==> src/verilog/AXI_define.svh <==
`ifndef AXI_DEFINE_SVH
`define AXI_DEFINE_SVH

// Master side ID width
`define AXI_ID_BITS 4

// Slave side ID is the master prefix plus the master ID
`define AXI_IDS_BITS 8

`define AXI_ADDR_BITS 32

// Burst length and beat size fields
`define AXI_LEN_BITS 4
`define AXI_SIZE_BITS 3

`endif
==> src/verilog/axi_pkg.sv <==
package axi_pkg;

  // Arbiter lock state with one live master
  typedef enum logic {
    LOCK_FREE = 1'b0,
    LOCK_M1   = 1'b1
  } aw_lock_t;

  // AXI burst type encoding
  typedef enum logic [1:0] {
    BURST_FIXED = 2'b00,
    BURST_INCR  = 2'b01,
    BURST_WRAP  = 2'b10
  } burst_t;

  // Prefix placed in front of the master ID on the slave side
  localparam logic [3:0] MASTER_1_ID = 4'b0001;

  // Region field sits in the top nibble of the address
  localparam int REGION_MSB = 31;

endpackage

==> src/verilog/aw_xbar_top.sv <==
`timescale 1ns/1ns
`include "AXI_define.svh"

module aw_xbar_top #(
  parameter int NUM_SLAVES = 3
) (
  input  logic                                      clk,
  input  logic                                      rstn,
  // Master AW channel
  input  logic [`AXI_ID_BITS-1:0]                   aw_id_m,
  input  logic [`AXI_ADDR_BITS-1:0]                 aw_addr_m,
  input  logic [`AXI_LEN_BITS-1:0]                  aw_len_m,
  input  logic [`AXI_SIZE_BITS-1:0]                 aw_size_m,
  input  axi_pkg::burst_t                           aw_burst_m,
  input  logic                                      aw_valid_m,
  output logic                                      aw_ready_m,
  // Master B channel
  output logic                                      b_valid_m,
  output logic [`AXI_ID_BITS-1:0]                   b_id_m,
  output logic [1:0]                                b_resp_m,
  input  logic                                      b_ready_m,
  // Slave AW channels with the default slave last
  output logic [NUM_SLAVES-1:0][`AXI_IDS_BITS-1:0]  aw_id_s,
  output logic [NUM_SLAVES-1:0][`AXI_ADDR_BITS-1:0] aw_addr_s,
  output logic [NUM_SLAVES-1:0][`AXI_LEN_BITS-1:0]  aw_len_s,
  output logic [NUM_SLAVES-1:0][`AXI_SIZE_BITS-1:0] aw_size_s,
  output axi_pkg::burst_t [NUM_SLAVES-1:0]          aw_burst_s,
  output logic [NUM_SLAVES-1:0]                     aw_valid_s,
  input  logic [NUM_SLAVES-1:0]                     aw_ready_s,
  // Slave B channels
  input  logic [NUM_SLAVES-1:0]                     b_valid_s,
  input  logic [NUM_SLAVES-1:0][`AXI_IDS_BITS-1:0]  b_id_s,
  input  logic [NUM_SLAVES-1:0][1:0]                b_resp_s,
  output logic [NUM_SLAVES-1:0]                     b_ready_s
);

  logic [`AXI_IDS_BITS-1:0]  aw_id_x;
  logic [`AXI_ADDR_BITS-1:0] aw_addr_x;
  logic [`AXI_LEN_BITS-1:0]  aw_len_x;
  logic [`AXI_SIZE_BITS-1:0] aw_size_x;
  axi_pkg::burst_t           aw_burst_x;
  logic                      aw_valid_x;
  logic [NUM_SLAVES-1:0]     slave_sel;
  logic [NUM_SLAVES-1:0]     ready_gated;
  logic [NUM_SLAVES-1:0]     pending;
  logic                      slave_ready;

  aw_master_port #(
    .NUM_SLAVES(NUM_SLAVES)
  ) u_master_port (
    .clk        (clk),
    .rstn       (rstn),
    .aw_id_m    (aw_id_m),
    .aw_addr_m  (aw_addr_m),
    .aw_len_m   (aw_len_m),
    .aw_size_m  (aw_size_m),
    .aw_burst_m (aw_burst_m),
    .aw_valid_m (aw_valid_m),
    .aw_ready_m (aw_ready_m),
    .b_valid_m  (b_valid_m),
    .b_ready_m  (b_ready_m),
    .slave_ready(slave_ready),
    .aw_id_x    (aw_id_x),
    .aw_addr_x  (aw_addr_x),
    .aw_len_x   (aw_len_x),
    .aw_size_x  (aw_size_x),
    .aw_burst_x (aw_burst_x),
    .aw_valid_x (aw_valid_x),
    .slave_sel  (slave_sel)
  );

  // One slot per slave port
  for (genvar i = 0; i < NUM_SLAVES; i++) begin : g_slot
    aw_slave_slot u_slot (
      .clk        (clk),
      .rstn       (rstn),
      .aw_id_x    (aw_id_x),
      .aw_addr_x  (aw_addr_x),
      .aw_len_x   (aw_len_x),
      .aw_size_x  (aw_size_x),
      .aw_burst_x (aw_burst_x),
      .aw_valid_x (aw_valid_x),
      .sel        (slave_sel[i]),
      .aw_id_s    (aw_id_s[i]),
      .aw_addr_s  (aw_addr_s[i]),
      .aw_len_s   (aw_len_s[i]),
      .aw_size_s  (aw_size_s[i]),
      .aw_burst_s (aw_burst_s[i]),
      .aw_valid_s (aw_valid_s[i]),
      .aw_ready   (aw_ready_s[i]),
      .ready_gated(ready_gated[i]),
      .b_valid    (b_valid_s[i]),
      .b_ready    (b_ready_s[i]),
      .pending    (pending[i])
    );
  end

  b_return_mux #(
    .NUM_SLAVES(NUM_SLAVES)
  ) u_b_return (
    .ready_gated(ready_gated),
    .pending    (pending),
    .b_valid_s  (b_valid_s),
    .b_id_s     (b_id_s),
    .b_resp_s   (b_resp_s),
    .b_ready_s  (b_ready_s),
    .slave_ready(slave_ready),
    .b_valid_m  (b_valid_m),
    .b_id_m     (b_id_m),
    .b_resp_m   (b_resp_m),
    .b_ready_m  (b_ready_m)
  );

endmodule

==> src/verilog/b_return_mux.sv <==
`timescale 1ns/1ns
`include "AXI_define.svh"

module b_return_mux #(
  parameter int NUM_SLAVES = 3
) (
  input  logic [NUM_SLAVES-1:0]                     ready_gated,
  input  logic [NUM_SLAVES-1:0]                     pending,
  // B channels of the slaves
  input  logic [NUM_SLAVES-1:0]                     b_valid_s,
  input  logic [NUM_SLAVES-1:0][`AXI_IDS_BITS-1:0] b_id_s,
  input  logic [NUM_SLAVES-1:0][1:0]               b_resp_s,
  output logic [NUM_SLAVES-1:0]                     b_ready_s,
  // Ready back to the arbiter
  output logic                                      slave_ready,
  // B channel of the master
  output logic                                      b_valid_m,
  output logic [`AXI_ID_BITS-1:0]                   b_id_m,
  output logic [1:0]                                b_resp_m,
  input  logic                                      b_ready_m
);

  logic                     b_valid_sel;
  logic [`AXI_IDS_BITS-1:0] b_id_sel;
  logic [1:0]               b_resp_sel;
  logic                     id_match;

  // Only the selected slot passes a nonzero ready
  assign slave_ready = |ready_gated;

  // At most one slot is pending at a time
  always_comb begin
    b_valid_sel = 1'b0;
    b_id_sel    = '0;
    b_resp_sel  = '0;
    for (int i = 0; i < NUM_SLAVES; i++) begin
      if (pending[i]) begin
        b_valid_sel = b_valid_s[i];
        b_id_sel    = b_id_s[i];
        b_resp_sel  = b_resp_s[i];
      end
    end
  end

  // Response must carry the master prefix
  assign id_match = (b_id_sel[`AXI_IDS_BITS-1:`AXI_ID_BITS] == axi_pkg::MASTER_1_ID);

  assign b_valid_m = b_valid_sel & id_match;
  assign b_id_m    = b_id_sel[`AXI_ID_BITS-1:0];
  assign b_resp_m  = b_resp_sel;

  always_comb begin
    for (int i = 0; i < NUM_SLAVES; i++) begin
      b_ready_s[i] = pending[i] & b_ready_m & id_match;
    end
  end

endmodule

==> src/verilog/aw_slave_slot.sv <==
`timescale 1ns/1ns
`include "AXI_define.svh"

module aw_slave_slot (
  input  logic                      clk,
  input  logic                      rstn,
  // Shared payload from the master port
  input  logic [ `AXI_IDS_BITS-1:0] aw_id_x,
  input  logic [`AXI_ADDR_BITS-1:0] aw_addr_x,
  input  logic [ `AXI_LEN_BITS-1:0] aw_len_x,
  input  logic [`AXI_SIZE_BITS-1:0] aw_size_x,
  input  axi_pkg::burst_t           aw_burst_x,
  input  logic                      aw_valid_x,
  input  logic                      sel,
  // AW channel of this slave
  output logic [ `AXI_IDS_BITS-1:0] aw_id_s,
  output logic [`AXI_ADDR_BITS-1:0] aw_addr_s,
  output logic [ `AXI_LEN_BITS-1:0] aw_len_s,
  output logic [`AXI_SIZE_BITS-1:0] aw_size_s,
  output axi_pkg::burst_t           aw_burst_s,
  output logic                      aw_valid_s,
  input  logic                      aw_ready,
  output logic                      ready_gated,
  // B handshake of this slave
  input  logic                      b_valid,
  input  logic                      b_ready,
  output logic                      pending
);

  always_comb begin
    if (sel) begin
      aw_id_s    = aw_id_x;
      aw_addr_s  = aw_addr_x;
      aw_len_s   = aw_len_x;
      aw_size_s  = aw_size_x;
      aw_burst_s = aw_burst_x;
      aw_valid_s = aw_valid_x;
    end else begin
      aw_id_s    = '0;
      aw_addr_s  = '0;
      aw_len_s   = '0;
      aw_size_s  = '0;
      aw_burst_s = axi_pkg::BURST_FIXED;
      aw_valid_s = 1'b0;
    end
  end

  assign ready_gated = aw_ready & sel;

  // Outstanding write at this slave
  always_ff @(posedge clk, negedge rstn) begin
    if (!rstn) begin
      pending <= 1'b0;
    end else if (b_valid && b_ready) begin
      pending <= 1'b0;
    end else if (aw_valid_s && aw_ready) begin
      pending <= 1'b1;
    end
  end

endmodule

==> src/verilog/aw_master_port.sv <==
`timescale 1ns/1ns
`include "AXI_define.svh"

module aw_master_port #(
  parameter int NUM_SLAVES = 3
) (
  input  logic                      clk,
  input  logic                      rstn,
  // Master AW channel
  input  logic [  `AXI_ID_BITS-1:0] aw_id_m,
  input  logic [`AXI_ADDR_BITS-1:0] aw_addr_m,
  input  logic [ `AXI_LEN_BITS-1:0] aw_len_m,
  input  logic [`AXI_SIZE_BITS-1:0] aw_size_m,
  input  axi_pkg::burst_t           aw_burst_m,
  input  logic                      aw_valid_m,
  output logic                      aw_ready_m,
  // B handshake at the master
  input  logic                      b_valid_m,
  input  logic                      b_ready_m,
  // Ready of the selected slave
  input  logic                      slave_ready,
  // Shared payload towards the slots
  output logic [ `AXI_IDS_BITS-1:0] aw_id_x,
  output logic [`AXI_ADDR_BITS-1:0] aw_addr_x,
  output logic [ `AXI_LEN_BITS-1:0] aw_len_x,
  output logic [`AXI_SIZE_BITS-1:0] aw_size_x,
  output axi_pkg::burst_t           aw_burst_x,
  output logic                      aw_valid_x,
  output logic [    NUM_SLAVES-1:0] slave_sel
);

  axi_pkg::aw_lock_t lock_state;
  axi_pkg::aw_lock_t lock_state_next;
  logic              aw_lock;
  logic              pass;
  logic [3:0]        region;
  logic              region_hit;

  always_ff @(posedge clk, negedge rstn) begin
    if (!rstn) begin
      lock_state <= axi_pkg::LOCK_FREE;
    end else begin
      lock_state <= lock_state_next;
    end
  end

  always_comb begin
    lock_state_next = axi_pkg::LOCK_FREE;
    unique case (lock_state)
      axi_pkg::LOCK_FREE: lock_state_next = aw_valid_m ? axi_pkg::LOCK_M1 : axi_pkg::LOCK_FREE;
      axi_pkg::LOCK_M1:   lock_state_next = slave_ready ? axi_pkg::LOCK_FREE : axi_pkg::LOCK_M1;
    endcase
  end

  // Hold AWREADY low while a write is outstanding
  always_ff @(posedge clk, negedge rstn) begin
    if (!rstn) begin
      aw_lock <= 1'b0;
    end else if (aw_lock) begin
      aw_lock <= ~(b_valid_m & b_ready_m);
    end else begin
      aw_lock <= aw_valid_m & aw_ready_m;
    end
  end

  assign pass = (lock_state == axi_pkg::LOCK_M1) || aw_valid_m;

  always_comb begin
    aw_id_x    = '0;
    aw_addr_x  = '0;
    aw_len_x   = '0;
    aw_size_x  = '0;
    aw_burst_x = axi_pkg::BURST_FIXED;
    aw_valid_x = 1'b0;
    aw_ready_m = 1'b0;
    if (pass) begin
      aw_id_x    = {axi_pkg::MASTER_1_ID, aw_id_m};
      aw_addr_x  = aw_addr_m;
      aw_len_x   = aw_len_m;
      aw_size_x  = aw_size_m;
      aw_burst_x = aw_burst_m;
      // No new request reaches a slave until the B response is back
      aw_valid_x = aw_valid_m & ~aw_lock;
      aw_ready_m = slave_ready & ~aw_lock;
    end
  end

  // Unmapped regions fall to the last slot
  assign region = aw_addr_x[axi_pkg::REGION_MSB -: 4];

  always_comb begin
    slave_sel  = '0;
    region_hit = 1'b0;
    for (int i = 0; i < NUM_SLAVES - 1; i++) begin
      if (region == i) begin
        slave_sel[i] = 1'b1;
        region_hit   = 1'b1;
      end
    end
    slave_sel[NUM_SLAVES-1] = ~region_hit;
  end

endmodule

==> config.mk <==
export PLATFORM = sky130hd
export DESIGN_NAME = aw_xbar_top
export DESIGN_NICKNAME = d
export VERILOG_FILES = /design/src/verilog/axi_pkg.sv /design/src/verilog/aw_xbar_top.sv /design/src/verilog/b_return_mux.sv /design/src/verilog/aw_slave_slot.sv /design/src/verilog/aw_master_port.sv
export VERILOG_INCLUDE_DIRS = /design/src /design/src/verilog
export SDC_FILE = /design/constraint.sdc
export NUM_CORES = 1
export LEC_CHECK = 0
export BUFFER_PORTS_ARGS = -buffer_cell sky130_fd_sc_hd__buf_4
export CORE_AREA = 2 2 97 99
export CTS_CLUSTER_DIAMETER = 200
export DETAILED_ROUTE_END_ITERATION = 8
export DIE_AREA = 0 0 99 101
export HOLD_SLACK_MARGIN = 0.08
export REMOVE_ABC_BUFFERS = 1
export SLEW_MARGIN = 20
export SYNTH_ARGS = -nofsm -noshare
export SYNTH_HDL_FRONTEND = slang
export SYNTH_SLANG_ARGS = --single-unit
==> constraint.sdc <==
create_clock -name clk -period 2.6 [get_ports clk]
set_input_delay 0.52 -clock clk [delete_from_list [all_inputs] [get_ports clk]]
set_output_delay 0.52 -clock clk [all_outputs]
set_load 0.02 [all_outputs]
# ---- Word level (Yosys, flattened, before mapping)
# Cells that the tools add are included.
dict set report classes {
  n_mux 47
  bitwise 18
  eq_ne 2
  n_reduce_logical 12
}
# cell n
set ops {}
lappend ops {{$mux 32} 4}
lappend ops {{$mux 8} 3}
lappend ops {{$mux 1} 20}
lappend ops {{$mux 5} 4}
lappend ops {{$mux 4} 4}
lappend ops {{$and 1x1->1} 14}
lappend ops {{$mux 2} 7}
lappend ops {{$mux 3} 4}
lappend ops {{$eq 4x1->1 const B} 2}
lappend ops {{$logic_and 1x1->1} 6}
lappend ops {{$reduce_bool 2->1} 3}
lappend ops {{$logic_not 4->1} 1}
lappend ops {{$not 1->1} 4}
lappend ops {{$reduce_or 3->1} 1}
lappend ops {{$pmux 1 s2} 1}
lappend ops {{$logic_or 1x1->1} 1}
dict set report totals {
  in_bits 85
  register_bits 5
  out_inout_bits 161
}

# ---- Longest topological paths before layout
dict set report logic_depth {
  word_depth 12
  mapped_depth 6
  depth_no_buf 4
}

# ---- Modules after synthesis
# A second synthesis with hierarchy kept.
dict set report unflattened {
  cells_unflattened 285
  area_unflattened_um2 2074.5
}
# mod area_each_um2 seq_area_each_um2 n_inst cells_each
set modules_own_cells {}
lappend modules_own_cells {aw_slave_slot 444.2 25.0 3 59}
lappend modules_own_cells {aw_master_port 478.0 50.0 1 68}
lappend modules_own_cells {b_return_mux 264.0 0.0 1 40}

# ---- Worst setup path before layout
# Ideal clock, no wire load.
dict set report synth_timing {
  kind {input to output}
  start {input port aw_addr_m[29]}
  end {output port aw_ready_m}
  t_required_ps 2080
  cell_stages 4
  path_slack_ps 378
  t_arrival_ps 1702
  cell_sequence {or3_4 > nor3b_2 > nor4_1 > nor3_1}
}
dict set report synth_via {
  elab_chain_cells 9
  word_cells_on_any_way 13
  cone_classes {1 x eq/ne; 5 x mux; 5 x bitwise; 2 x reduce/logical}
}
# item line
set synth_lines {}
lappend synth_lines {{from (decl)} aw_xbar_top.sv:11} ;# input logic [`AXI_ADDR_BITS-1:0] aw_addr_m,
lappend synth_lines {{$mux 32 (*)} aw_master_port.sv:76} ;# if (pass) begin
lappend synth_lines {{$logic_not 4->1} aw_master_port.sv:95} ;# if (region == i) begin
lappend synth_lines {{$mux 1 (2 in a row)} aw_master_port.sv:95}
lappend synth_lines {{$not 1->1} aw_master_port.sv:100} ;# slave_sel[NUM_SLAVES-1] = ~region_hit;
lappend synth_lines {{$and 1x1->1} aw_slave_slot.sv:48} ;# assign ready_gated = aw_ready & sel;
lappend synth_lines {{$reduce_or 3->1 (*)} b_return_mux.sv:29} ;# assign slave_ready = |ready_gated;
lappend synth_lines {{$and 1x1->1 (*)} aw_master_port.sv:84} ;# aw_ready_m = slave_ready & ~aw_lock;
lappend synth_lines {{$mux 1 (*)} aw_master_port.sv:76}
lappend synth_lines {{to (decl)} aw_xbar_top.sv:16} ;# output logic aw_ready_m,
# Mark *: on every way between the ends. The rest lies on a longest branch, timed or not.

# ---- Final worst setup path
dict set report layout_timing {
  start {input port b_id_s[13] (netlist name)}
  end {output port b_ready_s[1]}
}
dict set report layout_via {
  elab_chain_cells 4
}
# item line
set layout_lines {}
lappend layout_lines {{from (decl)} aw_xbar_top.sv:32} ;# input logic [NUM_SLAVES-1:0][`AXI_IDS_BITS-1:0] b_id_s,
lappend layout_lines {{$mux 8 (2 in a row)} b_return_mux.sv:37} ;# if (pending[i]) begin
lappend layout_lines {{$eq 4x1->1} b_return_mux.sv:46} ;# assign id_match = (b_id_sel[`AXI_IDS_BITS-1:`AXI_ID_BITS] == axi_pkg::MASTER_1_ID);
lappend layout_lines {{$and 1x1->1} b_return_mux.sv:54} ;# b_ready_s[i] = pending[i] & b_ready_m & id_match;
lappend layout_lines {{to (decl)} aw_xbar_top.sv:34} ;# output logic [NUM_SLAVES-1:0] b_ready_s
# Every way passes these cells.

==> impl_metrics.yaml <==
route:
  routed-via-count: 2309
  wire_per_inst_um: 13.1
  routed_wl_mm: 7.39
  viasPerCell: 4.09
  drc_errors: 0
  dr.first_iter.drc_count: 22
  dr.pass1.iters: 4
  antenna_left: 0
global_route:
  grt_pass1_wl_mm: 10.8
  antenna_found_initial: 0
  grt_pass1_vias: 2190
  track_usage_pct: 13.0
  grt_max_degree: 44
  globalRouteOverflowTotal: 0
timing:
  setup_violations: 0
  max_freq_mhz: 428
  min_period_ns: 2.34
  rsz0062_at_grt: "false"
  hold_viol: 0
  timing.setup.tns_ns: 0
  finalWorstSetupSlack_ns: 0.263
  period_share_pct: 89.9
  timing.hold.ws_ns: 0.0906
  finalMaxSlewViolations: 0
  skew_ns: 0.00292
synth:
  netlist_area_mm2: 0.00163
  syn_avg_cell_area_um2: 6.84
  seq_area_frac_synth_pct: 7.68
  ys.flop_type: "dfrtp_1"
  syn_inst: 238
  ys_seq_elements: 5
  async_reset_ff_share_pct: 100
  ys_types: 33
  yosysWarningCount: 0
  synth_edf_count: 0
floorplan:
  initial_core_util_pct: 18.1
  die_h_um: 101
  core_area_mm2: 0.00898
  die_area_mm2: 0.0100
  io_pins: 246
  num_rows: 35
  die_w_um: 99
finish:
  nets: 540
  final_common_cell: "buf_4"
  postLayoutCoreUtil_pct: 37.8
  stdcell_count: 565
  final_area_mm2: 0.00339
  drive_gt1_share_pct: 54.2
  layout_common_cells: "232 x buf_4, 129 x and2_1, 16 x conb_1"
  area_growth_pct: 108
  diodes: 0
clocking:
  numClockSinks: 5
  clk_latency_ns: 0.22
  clockRootBuffer: "clkbuf_8"
  cts_max_path_buffers: 2
  ctsResizeCount: 0
  cts_tree: "built"
  cts_buffers: 3
  cts.clk_slew.worst_paths_ns: 0.04
  postCtsHoldBufs: 0
  cts_setup_buffers: 0
  h-tree-depth: 1
place:
  port-buffer-count: 229
  gpl.final_weighted_congestion: 0.771
  dpl-instance-area_mm2: 0.00335
  placedCellCount: 561
  dp_hpwl_mm: 6.26
  dp_slack_ns: 0.250
critical_path:
  cp_cell_sequence: "buf_4, nor4b_1, nand3b_1, a31oi_4, and2_1, buf_4"
  crit_path_max_fanout: 5
  path_common_cell: "buf_4"
  cp_num_buf_inv: 2
  worst-r2r-setup-slack_ns: 1.14
  crit_family: "simple AND/OR/NAND/NOR gates"
  critical_path.slowest_cell: "nor4b_1"
  critPathMaxStageDelay_ns: 0.42
  worstPathRequired_ns: 2.08
  cp-start-kind: "input port"
  endpoint_kind: "output pin"
  crit_arrival_ns: 1.82
  crit_type: "in -> out"
hold_path:
  worstHoldPathType: "in -> async"
run:
  cap_violations: 0
power_and_ir_drop:
  p_leak_nw: 1.83
  p_total_uw: 815
  p_per_area_mw_per_mm2: 240
  ir_drop_uv: 88.2
outcome:
  status: "completed"
## metal layers
layer | wire [um] | up-vias | GRT usage [%]
li1 | - | 1154 | -
met1 | 2720 | 1033 | 14.1
met2 | 4000 | 118 | 26.4
met3 | 628 | 4 | 2.43
met4 | 44 | 0 | 1.79
met5 | 0 | - | 0
## synth_stat cells (2+ instances only)
library cell	instances	area share [%]
a21oi_1	4	1.2
nor4b_1	2	1.1
nor3_1	2	0.61
clkbuf_1	6	1.4
a31oi_1	5	1.9
buf_6	4	2.8
nor2_1	6	1.4
buf_4	22	10
dfrtp_1	5	7.7
inv_1	3	0.69
nor2b_1	5	1.9
nor2_4	2	1.4
a22oi_1	6	2.8
and2_1	129	50
o21ai_0	6	1.8
nand2_1	9	2.1
buf_2	5	1.5
nand3b_1	2	0.92
## report_power, final
group | switching (mW) | total (mW) | internal, mW
clock network | 0.0416 | 0.147 | 0.106
logic | 0.308 | 0.579 | 0.271
registers | 0.00691 | 0.0892 | 0.0823
total | 0.356 | 0.815 | 0.459
## flip-flops by register name, indices dropped and copies added, names as in the netlist
signal	flops
u_master_port.lock_state	1
g_slot.u_slot.pending	3
u_master_port.aw_lock	1
## cells by family (layout without fill, tap and decap cells)
kind of cell	count (synthesis)	after routing	synth area share, %
simple gates	165	165	63.8
mux	1	1	0.691
compound gates	26	26	11.1
flops	5	5	7.68
buf+inv	40	241	16.5
other cells	1	16	0.230
## path summary, 6_finish.rpt
kind | start | endpoint | depth (start not counted)
hold reg to reg | u_master_port.aw_lock$_DFF_PN0_ | u_master_port.aw_lock$_DFF_PN0_ | 2
setup / recovery | b_id_s[13] | b_ready_s[1] | 6
setup reg to reg | u_master_port.lock_state$_DFF_PN0_ | u_master_port.aw_lock$_DFF_PN0_ | 4
hold / removal | rstn | g_slot[1].u_slot.pending$_DFFE_PN0P_ | 1
min in group clk | b_valid_s[2] | g_slot[2].u_slot.pending$_DFFE_PN0P_ | 2
max in group asynchronous | rstn | u_master_port.lock_state$_DFF_PN0_ | 1
## cell type report
cell class	instances	area, um2
sequential	5	125
fill	957	5580
tap	111	139
clock buffer	4	45.0
multi-input combinational	208	1290
timing repair buffer	234	1780
inverter	3	11.3
Power figures use the tool's default switching activity.
